[src/rtl/texture_pkg.sv]
package texture_pkg;

  // ------------------------------
  // frame and datapath sizes
  localparam int IMG_COLS = 8;
  localparam int IMG_ROWS = 8;
  localparam int COL_W    = $clog2(IMG_COLS);
  localparam int ROW_W    = $clog2(IMG_ROWS);
  localparam int PIX_W    = 8;
  localparam int NI_W     = 4;           // 0..8 neighbors
  localparam int NUM_BINS = 18;          // 2 ci x 9 ni
  localparam int BIN_W    = 5;
  localparam int CNT_W    = 16;

  // ------------------------------
  // register bus
  localparam int AXI_AW = 8;
  localparam int AXI_DW = 32;

  typedef struct packed {
    logic [PIX_W-1:0]      center;
    logic [7:0][PIX_W-1:0] nbr;          // NW N NE W E SW S SE, index 0 = NW
    logic                  last;         // final window of frame
  } window_t;

  typedef struct packed {
    logic            ci;
    logic [NI_W-1:0] ni;
    logic            last;
  } code_t;

  typedef enum logic [AXI_AW-1:0] {
    ADDR_CTRL     = 8'h00,
    ADDR_THRESH   = 8'h04,
    ADDR_STATUS   = 8'h08,
    ADDR_BIN_BASE = 8'h40                // bin k at base + 4k
  } reg_addr_e;

  typedef enum logic [1:0] {IDLE, WRESP, RWAIT, RRESP} axi_state_e;

endpackage

[src/rtl/joint_histogram.sv]
`timescale 1ns/1ps

module joint_histogram (
  input  logic                          clk,
  input  logic                          rst_n,
  input  logic                          clear_i,
  input  texture_pkg::code_t            code_i,
  input  logic                          code_valid_i,
  input  logic [texture_pkg::BIN_W-1:0] rd_bin_i,
  output logic [texture_pkg::CNT_W-1:0] rd_count_o,
  output logic                          done_o
);
  import texture_pkg::*;

  logic [CNT_W-1:0] cnt_q [NUM_BINS];
  logic [BIN_W-1:0] bin_idx;
  logic             last_seen_q;
  logic             done_q;
  logic [CNT_W-1:0] rd_count_q;

  // ci selects the upper half
  assign bin_idx = code_i.ci ? BIN_W'(NUM_BINS / 2) + BIN_W'(code_i.ni)
                             : BIN_W'(code_i.ni);

  always_ff @(posedge clk or negedge rst_n) begin
    if (!rst_n) begin
      for (int k = 0; k < NUM_BINS; k++) begin
        cnt_q[k] <= '0;
      end
      last_seen_q <= 1'b0;
      done_q      <= 1'b0;
    end else if (clear_i) begin
      for (int k = 0; k < NUM_BINS; k++) begin
        cnt_q[k] <= '0;
      end
      last_seen_q <= 1'b0;
      done_q      <= 1'b0;
    end else begin
      for (int k = 0; k < NUM_BINS; k++) begin
        if (code_valid_i && (bin_idx == BIN_W'(k)) && (cnt_q[k] != '1)) begin
          cnt_q[k] <= cnt_q[k] + 1'b1;   // saturate at max
        end
      end
      last_seen_q <= code_valid_i && code_i.last;
      if (last_seen_q) begin
        done_q <= 1'b1;                  // one cycle after last update
      end
    end
  end

  // ------------------------------
  // registered read port
  always_ff @(posedge clk) begin
    rd_count_q <= (rd_bin_i < BIN_W'(NUM_BINS)) ? cnt_q[rd_bin_i] : '0;
  end

  assign rd_count_o = rd_count_q;
  assign done_o     = done_q;

endmodule

[src/rtl/lbp_code.sv]
`timescale 1ns/1ps

module lbp_code (
  input  logic                          clk,
  input  logic                          rst_n,
  input  texture_pkg::window_t          win_i,
  input  logic                          win_valid_i,
  input  logic [texture_pkg::PIX_W-1:0] thresh_i,
  output texture_pkg::code_t            code_o,
  output logic                          code_valid_o
);
  import texture_pkg::*;

  logic [7:0]      nbr_ge;
  logic [NI_W-1:0] ni_sum;
  code_t           code_q;
  logic            code_valid_q;

  // neighbor compare and popcount
  always_comb begin
    ni_sum = '0;
    for (int k = 0; k < 8; k++) begin
      nbr_ge[k] = (win_i.nbr[k] >= win_i.center);
      ni_sum    = ni_sum + NI_W'(nbr_ge[k]);
    end
  end

  always_ff @(posedge clk or negedge rst_n) begin
    if (!rst_n) begin
      code_valid_q <= 1'b0;
    end else begin
      code_valid_q <= win_valid_i;
    end
  end

  always_ff @(posedge clk) begin
    if (win_valid_i) begin
      code_q.ci   <= (win_i.center >= thresh_i);  // center vs threshold
      code_q.ni   <= ni_sum;
      code_q.last <= win_i.last;
    end
  end

  assign code_o       = code_q;
  assign code_valid_o = code_valid_q;

endmodule

[src/rtl/texture_regs.sv]
`timescale 1ns/1ps

module texture_regs (
  input  logic                             clk,
  input  logic                             rst_n,
  input  logic [texture_pkg::AXI_AW-1:0]   s_axi_awaddr_i,
  input  logic                             s_axi_awvalid_i,
  output logic                             s_axi_awready_o,
  input  logic [texture_pkg::AXI_DW-1:0]   s_axi_wdata_i,
  input  logic [texture_pkg::AXI_DW/8-1:0] s_axi_wstrb_i,
  input  logic                             s_axi_wvalid_i,
  output logic                             s_axi_wready_o,
  output logic [1:0]                       s_axi_bresp_o,
  output logic                             s_axi_bvalid_o,
  input  logic                             s_axi_bready_i,
  input  logic [texture_pkg::AXI_AW-1:0]   s_axi_araddr_i,
  input  logic                             s_axi_arvalid_i,
  output logic                             s_axi_arready_o,
  output logic [texture_pkg::AXI_DW-1:0]   s_axi_rdata_o,
  output logic [1:0]                       s_axi_rresp_o,
  output logic                             s_axi_rvalid_o,
  input  logic                             s_axi_rready_i,
  output logic [texture_pkg::PIX_W-1:0]    thresh_o,
  output logic                             start_o,
  output logic [texture_pkg::BIN_W-1:0]    rd_bin_o,
  input  logic [texture_pkg::CNT_W-1:0]    rd_count_i,
  input  logic                             done_i
);
  import texture_pkg::*;

  axi_state_e        state_q;
  logic              awready_q, wready_q, bvalid_q, arready_q, rvalid_q;
  logic              start_q;
  logic [PIX_W-1:0]  thresh_q;
  logic [AXI_AW-1:0] wr_word, ar_word, ar_off;
  logic              ar_is_bin, ar_take;
  logic [AXI_AW-1:0] rd_addr_q;
  logic              rd_is_bin_q;
  logic [BIN_W-1:0]  rd_bin_q;
  logic [AXI_DW-1:0] rd_mux, rdata_q;

  assign wr_word   = {s_axi_awaddr_i[AXI_AW-1:2], 2'b00};
  assign ar_word   = {s_axi_araddr_i[AXI_AW-1:2], 2'b00};
  assign ar_off    = ar_word - AXI_AW'(ADDR_BIN_BASE);
  assign ar_is_bin = (ar_word >= AXI_AW'(ADDR_BIN_BASE)) &&
                     (ar_off[AXI_AW-1:2] < (AXI_AW-2)'(NUM_BINS));
  // writes win over reads in IDLE
  assign ar_take   = (state_q == IDLE) && !awready_q && !arready_q &&
                     !(s_axi_awvalid_i && s_axi_wvalid_i) && s_axi_arvalid_i;

  // ------------------------------
  always_ff @(posedge clk or negedge rst_n) begin
    if (!rst_n) begin
      state_q   <= IDLE;
      awready_q <= 1'b0;
      wready_q  <= 1'b0;
      bvalid_q  <= 1'b0;
      arready_q <= 1'b0;
      rvalid_q  <= 1'b0;
      start_q   <= 1'b0;
      thresh_q  <= 8'd128;
    end else begin
      start_q <= 1'b0;                   // self clearing
      case (state_q)
        IDLE: begin
          if (awready_q) begin
            awready_q <= 1'b0;
            wready_q  <= 1'b0;
            bvalid_q  <= 1'b1;
            state_q   <= WRESP;
            case (wr_word)
              ADDR_CTRL:   start_q <= s_axi_wstrb_i[0] & s_axi_wdata_i[0];
              ADDR_THRESH: if (s_axi_wstrb_i[0]) thresh_q <= s_axi_wdata_i[PIX_W-1:0];
              default: ;                 // ignored, still OKAY
            endcase
          end else if (arready_q) begin
            arready_q <= 1'b0;
            state_q   <= RWAIT;
          end else if (s_axi_awvalid_i && s_axi_wvalid_i) begin
            awready_q <= 1'b1;
            wready_q  <= 1'b1;
          end else if (ar_take) begin
            arready_q <= 1'b1;
          end
        end
        WRESP: if (s_axi_bready_i) begin
          bvalid_q <= 1'b0;
          state_q  <= IDLE;
        end
        RWAIT: begin                     // bin port settles
          rvalid_q <= 1'b1;
          state_q  <= RRESP;
        end
        RRESP: if (s_axi_rready_i) begin
          rvalid_q <= 1'b0;
          state_q  <= IDLE;
        end
        default: state_q <= IDLE;
      endcase
    end
  end

  // ------------------------------
  always_comb begin
    rd_mux = '0;
    if (rd_is_bin_q) begin
      rd_mux = AXI_DW'(rd_count_i);
    end else begin
      case (rd_addr_q)
        ADDR_THRESH: rd_mux = AXI_DW'(thresh_q);
        ADDR_STATUS: rd_mux = AXI_DW'(done_i);
        default:     rd_mux = '0;        // CTRL and unmapped
      endcase
    end
  end

  always_ff @(posedge clk) begin
    if (ar_take) begin
      rd_addr_q   <= ar_word;
      rd_is_bin_q <= ar_is_bin;
      rd_bin_q    <= ar_off[BIN_W+1:2];
    end
    if (state_q == RWAIT) begin
      rdata_q <= rd_mux;                 // held through RRESP
    end
  end

  assign s_axi_awready_o = awready_q;
  assign s_axi_wready_o  = wready_q;
  assign s_axi_bresp_o   = 2'b00;
  assign s_axi_bvalid_o  = bvalid_q;
  assign s_axi_arready_o = arready_q;
  assign s_axi_rdata_o   = rdata_q;
  assign s_axi_rresp_o   = 2'b00;
  assign s_axi_rvalid_o  = rvalid_q;
  assign thresh_o        = thresh_q;
  assign start_o         = start_q;
  assign rd_bin_o        = rd_bin_q;

endmodule

[src/rtl/texture_top.sv]
`timescale 1ns/1ps

module texture_top (
  input  logic                             clk,
  input  logic                             rst_n,
  input  logic [texture_pkg::PIX_W-1:0]    pixel_i,
  input  logic                             pixel_valid_i,
  input  logic [texture_pkg::AXI_AW-1:0]   s_axi_awaddr_i,
  input  logic                             s_axi_awvalid_i,
  output logic                             s_axi_awready_o,
  input  logic [texture_pkg::AXI_DW-1:0]   s_axi_wdata_i,
  input  logic [texture_pkg::AXI_DW/8-1:0] s_axi_wstrb_i,
  input  logic                             s_axi_wvalid_i,
  output logic                             s_axi_wready_o,
  output logic [1:0]                       s_axi_bresp_o,
  output logic                             s_axi_bvalid_o,
  input  logic                             s_axi_bready_i,
  input  logic [texture_pkg::AXI_AW-1:0]   s_axi_araddr_i,
  input  logic                             s_axi_arvalid_i,
  output logic                             s_axi_arready_o,
  output logic [texture_pkg::AXI_DW-1:0]   s_axi_rdata_o,
  output logic [1:0]                       s_axi_rresp_o,
  output logic                             s_axi_rvalid_o,
  input  logic                             s_axi_rready_i
);
  import texture_pkg::*;

  window_t          win;
  logic             win_valid;
  code_t            code;
  logic             code_valid;
  logic [PIX_W-1:0] thresh;
  logic             start;               // clears window and bins
  logic [BIN_W-1:0] rd_bin;
  logic [CNT_W-1:0] rd_count;
  logic             done;

  texture_regs u_regs (
    .clk             (clk),
    .rst_n           (rst_n),
    .s_axi_awaddr_i  (s_axi_awaddr_i),
    .s_axi_awvalid_i (s_axi_awvalid_i),
    .s_axi_awready_o (s_axi_awready_o),
    .s_axi_wdata_i   (s_axi_wdata_i),
    .s_axi_wstrb_i   (s_axi_wstrb_i),
    .s_axi_wvalid_i  (s_axi_wvalid_i),
    .s_axi_wready_o  (s_axi_wready_o),
    .s_axi_bresp_o   (s_axi_bresp_o),
    .s_axi_bvalid_o  (s_axi_bvalid_o),
    .s_axi_bready_i  (s_axi_bready_i),
    .s_axi_araddr_i  (s_axi_araddr_i),
    .s_axi_arvalid_i (s_axi_arvalid_i),
    .s_axi_arready_o (s_axi_arready_o),
    .s_axi_rdata_o   (s_axi_rdata_o),
    .s_axi_rresp_o   (s_axi_rresp_o),
    .s_axi_rvalid_o  (s_axi_rvalid_o),
    .s_axi_rready_i  (s_axi_rready_i),
    .thresh_o        (thresh),
    .start_o         (start),
    .rd_bin_o        (rd_bin),
    .rd_count_i      (rd_count),
    .done_i          (done)
  );

  window_3x3 u_window (
    .clk           (clk),
    .rst_n         (rst_n),
    .clear_i       (start),
    .pixel_i       (pixel_i),
    .pixel_valid_i (pixel_valid_i),
    .win_o         (win),
    .win_valid_o   (win_valid)
  );

  lbp_code u_lbp (
    .clk          (clk),
    .rst_n        (rst_n),
    .win_i        (win),
    .win_valid_i  (win_valid),
    .thresh_i     (thresh),
    .code_o       (code),
    .code_valid_o (code_valid)
  );

  joint_histogram u_hist (
    .clk          (clk),
    .rst_n        (rst_n),
    .clear_i      (start),
    .code_i       (code),
    .code_valid_i (code_valid),
    .rd_bin_i     (rd_bin),
    .rd_count_o   (rd_count),
    .done_o       (done)
  );

endmodule

[src/rtl/window_3x3.sv]
`timescale 1ns/1ps

module window_3x3 (
  input  logic                          clk,
  input  logic                          rst_n,
  input  logic                          clear_i,
  input  logic [texture_pkg::PIX_W-1:0] pixel_i,
  input  logic                          pixel_valid_i,
  output texture_pkg::window_t          win_o,
  output logic                          win_valid_o
);
  import texture_pkg::*;

  logic [PIX_W-1:0] line1_q [IMG_COLS];  // row above
  logic [PIX_W-1:0] line2_q [IMG_COLS];  // two rows above
  logic [PIX_W-1:0] win_q   [3][3];      // [row][col], row 0 is top
  logic [COL_W-1:0] col_q;
  logic [ROW_W-1:0] row_q;
  logic             win_valid_q;
  logic             win_last_q;
  logic             col_end;
  logic             row_end;

  assign col_end = (col_q == COL_W'(IMG_COLS - 1));
  assign row_end = (row_q == ROW_W'(IMG_ROWS - 1));

  // raster position and window strobe
  always_ff @(posedge clk or negedge rst_n) begin
    if (!rst_n) begin
      col_q       <= '0;
      row_q       <= '0;
      win_valid_q <= 1'b0;
      win_last_q  <= 1'b0;
    end else if (clear_i) begin
      col_q       <= '0;
      row_q       <= '0;
      win_valid_q <= 1'b0;
      win_last_q  <= 1'b0;
    end else begin
      win_valid_q <= pixel_valid_i && (col_q >= COL_W'(2)) && (row_q >= ROW_W'(2));
      win_last_q  <= pixel_valid_i && col_end && row_end;
      if (pixel_valid_i) begin
        col_q <= col_end ? '0 : col_q + 1'b1;
        if (col_end) begin
          row_q <= row_end ? '0 : row_q + 1'b1;
        end
      end
    end
  end

  // line buffers and shift window
  always_ff @(posedge clk) begin
    if (pixel_valid_i) begin
      line2_q[col_q] <= line1_q[col_q];
      line1_q[col_q] <= pixel_i;
      for (int r = 0; r < 3; r++) begin
        win_q[r][0] <= win_q[r][1];
        win_q[r][1] <= win_q[r][2];
      end
      win_q[0][2] <= line2_q[col_q];
      win_q[1][2] <= line1_q[col_q];
      win_q[2][2] <= pixel_i;            // newest column on the right
    end
  end

  always_comb begin
    win_o.center = win_q[1][1];
    win_o.nbr[0] = win_q[0][0];          // NW
    win_o.nbr[1] = win_q[0][1];          // N
    win_o.nbr[2] = win_q[0][2];          // NE
    win_o.nbr[3] = win_q[1][0];          // W
    win_o.nbr[4] = win_q[1][2];          // E
    win_o.nbr[5] = win_q[2][0];          // SW
    win_o.nbr[6] = win_q[2][1];          // S
    win_o.nbr[7] = win_q[2][2];          // SE
    win_o.last   = win_last_q;
  end

  assign win_valid_o = win_valid_q;

endmodule

[config.mk]
export PLATFORM = sky130hd
export DESIGN_NAME = texture_top
export DESIGN_NICKNAME = d
export VERILOG_FILES = /design/src/rtl/texture_pkg.sv /design/src/rtl/joint_histogram.sv /design/src/rtl/lbp_code.sv /design/src/rtl/texture_regs.sv /design/src/rtl/texture_top.sv /design/src/rtl/window_3x3.sv
export SDC_FILE = /design/constraint.sdc
export NUM_CORES = 1
export LEC_CHECK = 0
export ABC_AREA = 0
export ABC_CLOCK_PERIOD_IN_PS = 4400
export BUFFER_PORTS_ARGS = -buffer_cell sky130_fd_sc_hd__buf_2
export CAP_MARGIN = 25
export CORE_MARGIN = 1
export CORE_UTILIZATION = 40
export DETAILED_ROUTE_END_ITERATION = 7
export HOLD_SLACK_MARGIN = 0.02
export SLEW_MARGIN = 20
export SYNTH_ARGS = -nofsm -noshare
export SYNTH_HDL_FRONTEND = slang
export SYNTH_SLANG_ARGS = --single-unit
[constraint.sdc]
create_clock -name clk -period 4.4 [get_ports clk]
set_clock_uncertainty 0.05 [all_clocks]
set_input_delay 1.32 -clock clk [delete_from_list [all_inputs] [get_ports clk]]
set_output_delay 1.32 -clock clk [all_outputs]
set_load 0.05 [all_outputs]
After elaboration in Yosys (flattened, before gate mapping)
Memories as Yosys holds them, arrays and structs flattened.
Cells that the tools add are included.
W data, S select, Z words.
{"block": "classes", "eq_ne": 48, "n_mux": 61, "add_sub_neg": 29, "n_bitwise": 3, "reduce_logical": 84, "n_lt_le_gt_ge": 15}
{"op": "$mux W16", "n": 21}
{"op": "$add A16 B1 Y16 const B", "n": 18}
{"op": "$mux W288", "n": 1}
{"op": "$ne A16 B16 Y1 const B", "n": 18}
{"op": "$bmux W16 S5", "n": 1}
{"op": "$ge A8 B8 Y1", "n": 9}
{"op": "$reduce_bool A2 Y1", "n": 24}
{"op": "$logic_and A1 B1 Y1", "n": 47}
{"op": "$eq A5 B4 Y1 const B", "n": 8}
{"op": "$add A4 B1 Y4", "n": 6}
{"op": "$mux W1", "n": 22}
{"op": "$mux W3", "n": 7}
{"op": "$eq A5 B3 Y1 const B", "n": 4}
{"op": "$pmux W8 S2", "n": 1}
{"op": "$eq A6 B1 Y1 const B", "n": 2}
{"op": "$eq A5 B2 Y1 const B", "n": 2}
{"op": "$eq A5 B5 Y1 const B", "n": 2}
{"op": "$reduce_and A3 Y1", "n": 3}
{"op": "$ge A8 B7 Y1 const B", "n": 1}
{"op": "$logic_not A8 Y1", "n": 1}
{"op": "$mux W2", "n": 4}
{"op": "$pmux W2 S4", "n": 1}
{"op": "$sub A8 B7 Y8 const B", "n": 1}
{"op": "$add A3 B1 Y3 const B", "n": 2}
{"op": "other kinds (24)", "n": 34}
{"block": "word_totals", "elab_cells": 285, "output_inout_bits": 41, "regBits": 381, "mem_count": 3, "inputBits": 68, "ramBits": 200}
{"memory": "u_window.win_q", "depth": 3, "word_bits": 24, "read_ports": 3, "rd_clocked_by_memory_dff": 0, "write_ports": 3, "line_no": "window_3x3.sv:16", "source": "logic [PIX_W-1:0] win_q [3][3];"}
{"memory": "u_window.line1_q", "depth": 8, "word_bits": 8, "read_ports": 1, "rd_clocked_by_memory_dff": 0, "write_ports": 1, "line_no": "window_3x3.sv:14", "source": "logic [PIX_W-1:0] line1_q [IMG_COLS];"}
{"memory": "u_window.line2_q", "depth": 8, "word_bits": 8, "read_ports": 1, "rd_clocked_by_memory_dff": 0, "write_ports": 1, "line_no": "window_3x3.sv:15", "source": "logic [PIX_W-1:0] line2_q [IMG_COLS];"}

Longest topological paths before layout
An unclocked memory read counts as a cell.
{"block": "depth", "depth_word": 9, "mapped_depth": 17, "mapped_depth_nobuf": 17}

Modules after synthesis
A second synthesis with hierarchy kept.
{"block": "hier_totals", "hier_cells": 2656, "area_unflattened_um2": 29762.3}
{"module": "joint_histogram", "instances": 1, "seq_area_each_um2": 7577.3, "cells_each": 1933, "area_each_um2": 18338.8}
{"module": "window_3x3", "instances": 1, "seq_area_each_um2": 6206.0, "cells_each": 380, "area_each_um2": 7661.1}
{"module": "lbp_code", "instances": 1, "seq_area_each_um2": 205.2, "cells_each": 206, "area_each_um2": 1946.9}
{"module": "texture_regs", "instances": 1, "seq_area_each_um2": 1122.3, "cells_each": 137, "area_each_um2": 1815.5}

Worst setup path before layout
OpenSTA, ideal clock, no wires.
{"block": "synth_path", "kind": "register to register", "from": "memory u_window.win_q[0][32] (netlist bit)", "to": "register u_lbp.code_q, in the netlist u_lbp.code_o[2], data pin", "setup_slack_ns": 0.312, "t_required_ns": 4.221, "stages_incl_launch_ff": 17, "period_less_slack_ns": 4.088, "t_arrival_ns": 3.909, "setup_time_ns": 0.129, "cell_sequence": "edfxtp_1 -> ha_1 -> nand2b_1 -> a21o_1 -> a21oi_1 -> nor2b_1 -> o211ai_1 -> a21oi_1 -> ha_1 -> fa_1 -> inv_1 -> fa_1 -> inv_1 -> fa_1 -> inv_1 -> fa_1 -> inv_1"}
{"item": "start: declaration", "line_no": "window_3x3.sv:16"}
{"item": "end: declaration", "line_no": "lbp_code.sv:16", "source": "code_t code_q;"}

==> impl_summary.md <==
Run status
The flow ran to the end, and the final reports show no timing, DRC or antenna violations.

Critical path
The signal on the critical path passes through ha_1 > nand2b_1 > a21o_1 > a21oi_2 > nor2b_1 > o211ai_1 > a21oi_1 > ha_1 > fa_1 > inv_1 > fa_1 > inv_1 > fa_2 > inv_1 > fa_1 > inv_1. The required time of the critical path is 4.87 ns. The sort of element at the start of the critical path is a flop. The slowest stage of the critical path is the fa_1 cell. Of all nets on the critical path, the largest fanout is 4. The most frequent cell on the critical path is inv_1. The kind of cell adding the most delay to the critical path is adder cells. STA classifies the critical path endpoint as a flop. The count of buffering cells on the critical path with inverters included is 4. For the worst setup path, the data arrival time is 4.63 ns. The largest stage delay on the critical path is 0.55 ns. The category of the critical setup timing path is reg2reg.

Timing
The total count of hold-check failures in the final report was 0. The count of pins over their slew limit is 0. The measured slew at the worst slew-check pin is 1.00 ns. On the final layout, the worst hold slack is 0.376 ns. The final total negative setup slack is 0 ns. Setup violations remaining at the end of the flow were counted as 0. The worst pin sits at a relative slew slack of 32.6%. Derived from the worst setup path, the maximum achievable clock frequency is 240 MHz. After layout, the worst setup slack is 0.239 ns. The worst path in the final design needs a cycle of 4.16 ns, including I/O delays and setup. The final critical-path share of the clock period is 94.6%.

Layout
The ratio of cells with drive above 1 in the final layout is 14.0%. The number of nets at the end of the flow is 2785. The post-route core utilization is 45.3%. The finished cells cover 33000 sq um.

Compared with the post-synthesis result, the final layout area differs by 12.1%. The number of antenna diodes in the final layout is 0. Fill cells in the final layout number 6608.

Synthesis
For this run, the leading register cell type out of synthesis is dfrtp_1. The synthesized netlist devotes 6.70% of its cell area to XOR and XNOR gates. The sequential cell area fraction in the yosys report is 51.4%.

The dominant combinational cell family by area after synthesis is simple AND/OR/NAND/NOR gates. The number of enable flip-flop cells after synthesis is 230. The synthesized cell area is 29400 sq um. After synthesis the netlist holds a flip-flop and latch count of 561. The area fraction in and, or, nand and nor cells after synthesis is 18.3%. The count of mapped cells out of synthesis is 2564. The average instance in the mapped netlist occupies 11.5 sq um. Of the total synthesized cell area, the portion taken by full adders, half adders and majority gates is 4.53%.

The count of warnings emitted by yosys is 0. The synthesized-area fraction occupied by ao, oa, aoi and oai cells is 5.77%. The distinct cell type count of the synthesized netlist is 83.

After synthesis, the share of flip-flops with an asynchronous set or reset is 56.1%. Multiplexer cells account for 10.3% of the synthesized area.

CTS
The cell sitting at the root of the clock tree is a clkbuf_16. The clock tree from TritonCTS is built. The insertion delay to the later sink of the worst-skew pair is 0.64 ns. The number of hold buffers added after CTS was 0.

In this run the number of H-tree levels came out at 2. The clock slew seen by the registers of the worst setup and hold paths is 0.06 ns. Clock tree synthesis found a total of 561 sinks. The total CTS buffers is 61. The longest clock path from root to sink contains 3 buffers.

Placed design
The half-perimeter wire length of the detailed placement result is 50.3 mm. Prior to clock tree synthesis, the placed netlist has a worst setup slack of 0.128 ns. The routability congestion estimate from global placement is 0.892. The count of buffers added on input and output ports is 57. The placed standard-cell area is 30800 sq um.

Global routing
The total track usage is 19.2%. Global routing finished with a remaining overflow of 0. The number of antenna violations at the first check in global routing is 0.

The pin count of the biggest net entering global routing is 114. The via count of the first global-routing pass was 20600. The first global-routing pass estimated 114 mm of wire.

Detailed routing
The post-route DRC violation count is 0. Summed over all nets, wire length on met2 after detailed routing comes to 34.4 mm. The first-pass iteration count of the detailed router is 6. The post-route antenna net violation count is 0. After detailed routing, the average wire length per cell comes to 19.7 um. For this block, the routed nets add up to 71.4 mm of wire. The sum of routed wire segments on met1 is 30.9 mm. The routed layout has 20600 vias.

The top layer reached by signal wires is met4. The detailed route wirelength on metal3 is 3.39 mm. The number of DRC markers after the initial detailed-route iteration is 1708. After detailed routing, the number of vias per cell comes to 5.69.

Power
The internal power component is 11.0 mW. In this run, the clock network consumes 33.9% of the power. The net switching component of the power is 4.90 mW.

The power density relative to cell area is 481 nW/um^2. Summed over all cells, the static leakage comes to 13.3 nW. The sequential fraction of design power is 43.0%. IR analysis of the VDD net gives a maximum drop of 340 uV. The power share of the combinational group is 23.1%. Net switching is 30.9% of the power.

Flow run
The count of max-cap constraint violations is 0.

Die
The x dimension of the die is 273 um. The placeable core region is 72800 sq um. For this configuration, the core starts out at a cell density of 40.4%. The I/O pin count is 109. The floorplan step defined a die boundary enclosing 74600 sq um. Row generation in the floorplan step produced 99 rows.

From bottom edge to top edge, the die measures 273 um.

Min path
The min-delay analysis places its worst path in the category reg2reg.
-- registers in the layout, indices dropped and copies added (netlist names), 5 cells and up --
signal	flops
u_hist.cnt_q	288
u_window.win_q	72
u_window.line1_q	64
u_window.line2_q	64
u_hist.rd_count_o	16
u_regs.s_axi_rdata_o	16
u_regs.thresh_o	8
u_lbp.code_o	6
u_regs.rd_bin_o	5
-- final timing paths --
path	start	cells after the start	end	slack [ns]
max	u_window.win_q[0][32]	16	u_lbp.code_o[2]	0.24
max reg2reg	u_window.win_q[0][32]	16	u_lbp.code_o[2]	0.24
min	u_window.win_last_q	0	u_lbp.code_o[0]	0.38
min in group asynchronous	rst_n	1	u_hist.cnt_q[259]	0.64
max in group asynchronous	rst_n	2	u_hist.cnt_q[64]	2.70
min reg2reg	u_window.win_last_q	0	u_lbp.code_o[0]	0.38
-- placed cells by master (no fill, tap or decap), drive strengths merged, types with 7 or more instances in the layout --
master | netlist | routed
mux2i | 55 | 55
and4 | 21 | 21
edfxtp | 230 | 230
or3 | 38 | 38
mux4 | 96 | 96
nand2b | 17 | 17
a22o | 8 | 8
xor2 | 152 | 152
o21a | 9 | 9
nor3 | 48 | 48
nand2 | 120 | 120
ha | 100 | 100
nor2b | 20 | 20
clkbuf | 75 | 75
nor4 | 42 | 42
conb | 1 | 20
buf | 70 | 112
nand3 | 173 | 173
nor3b | 9 | 9
a21o | 15 | 15
o31ai | 10 | 10
o21ai | 60 | 60
inv | 57 | 58
and2 | 24 | 24
a21oi | 85 | 85
xnor2 | 73 | 73
nor4b | 11 | 11
dfxtp | 16 | 16
clkinv | 0 | 28
bufinv | 0 | 8
or4 | 12 | 12
a31oi | 8 | 8
a2111oi | 9 | 9
o22a | 16 | 16
mux2 | 27 | 27
nand4 | 114 | 114
dfrtp | 314 | 314
nor2 | 304 | 304
o211ai | 7 | 7
and3 | 68 | 68
-- cells by family after synthesis --
group,count (synthesis)
buffers and inverters,202
DFF,561
AOI/OAI and AO/OA,253
and+or+nand+nor,1040
adders and majority gates,104
xor gates and xnor gates,225
other,1
muxes,178
-- metal layers --
layer,vias up,global-route usage (%)
met3,154,2.67
met2,573,31.9
met4,0,7.73
li1,9555,-
met5,-,0
met1,10300,25.4
-- power groups by stage --
stage,Clock [mW],Sequential [mW],Combinational [mW]
after global placement,0,6.89,3.56
after floorplan,0,6.84,2.55
after global routing,5.69,6.90,4.08
after detailed placement,0,6.92,3.71
final,5.37,6.82,3.67
after CTS,5.50,6.83,3.72
-- final cells by class --
type	count	area, sq um	share of cell area (%)
clock buffers	75	1670	5.07
clock inverters	41	460	1.40
inverters	57	214	0.649
multi-input cells	1820	13500	40.9
flip-flops and latches	561	15100	45.8
well taps	959	1200	3.64
repair buffers	112	816	2.47
-- what timing repair did --
action                     in CTS  in global routing
gates resized for setup         0                  2
setup buffers                   0                  1
setup endpoints to repair       0                  1
-- synth_stat cells (all sizes together) (4+ instances only) --
library cell	count	share of area [%]
mux2	27	1.0
ha	100	4.3
xor2	152	4.5
o31ai	10	0.26
nand3b	5	0.13
fa	4	0.27
and2	24	0.51
edfxtp	230	23
xnor2	73	2.2
nand2	120	1.5
nand2b	17	0.39
or2	4	0.085
a22o	8	0.24
or3	38	0.81
nor3	48	0.83
o211ai	7	0.18
a31oi	8	0.32
a21oi	85	1.5
nor2	304	3.9
nor3b	9	0.23
o21ai	60	1.0
mux4	96	7.4
dfrtp	314	27
o21a	9	0.23
nand4	114	2.4
or4	12	0.32
clkbuf	75	0.96
buf	70	1.4
o22a	16	0.48
a21o	15	0.38
nand3	173	3.0
nor2b	20	0.43
mux2i	55	1.9
and3	68	1.4
nor4b	11	0.38
a2111oi	9	0.27
dfxtp	16	1.1
a41oi	4	0.17
and4	21	0.63
nand4b	4	0.12
nor4	42	0.91
inv	57	0.73
-- through the flow --
step           total power [mW]  std cells
2_1_floorplan              9.39       2583
3_3_place_gp               10.4       3505
3_5_place_dp               10.6       3508
4_1_cts                    16.0       3624
5_1_grt                    16.7       3625
6_report                   15.9       3625
-- worst register-to-register path, stage by stage (launching register included) --
cell and delay (ns):
edfxtp_1 0.45, ha_1 0.29, nand2b_1 0.13, a21o_1 0.19, a21oi_2 0.14, nor2b_1 0.05, o211ai_1 0.17, a21oi_1 0.10
ha_1 0.33, fa_1 0.54, inv_1 0.06, fa_1 0.55, inv_1 0.07, fa_2 0.38, inv_1 0.07, fa_1 0.40
inv_1 0.06
(Power assumes the default switching activity.)
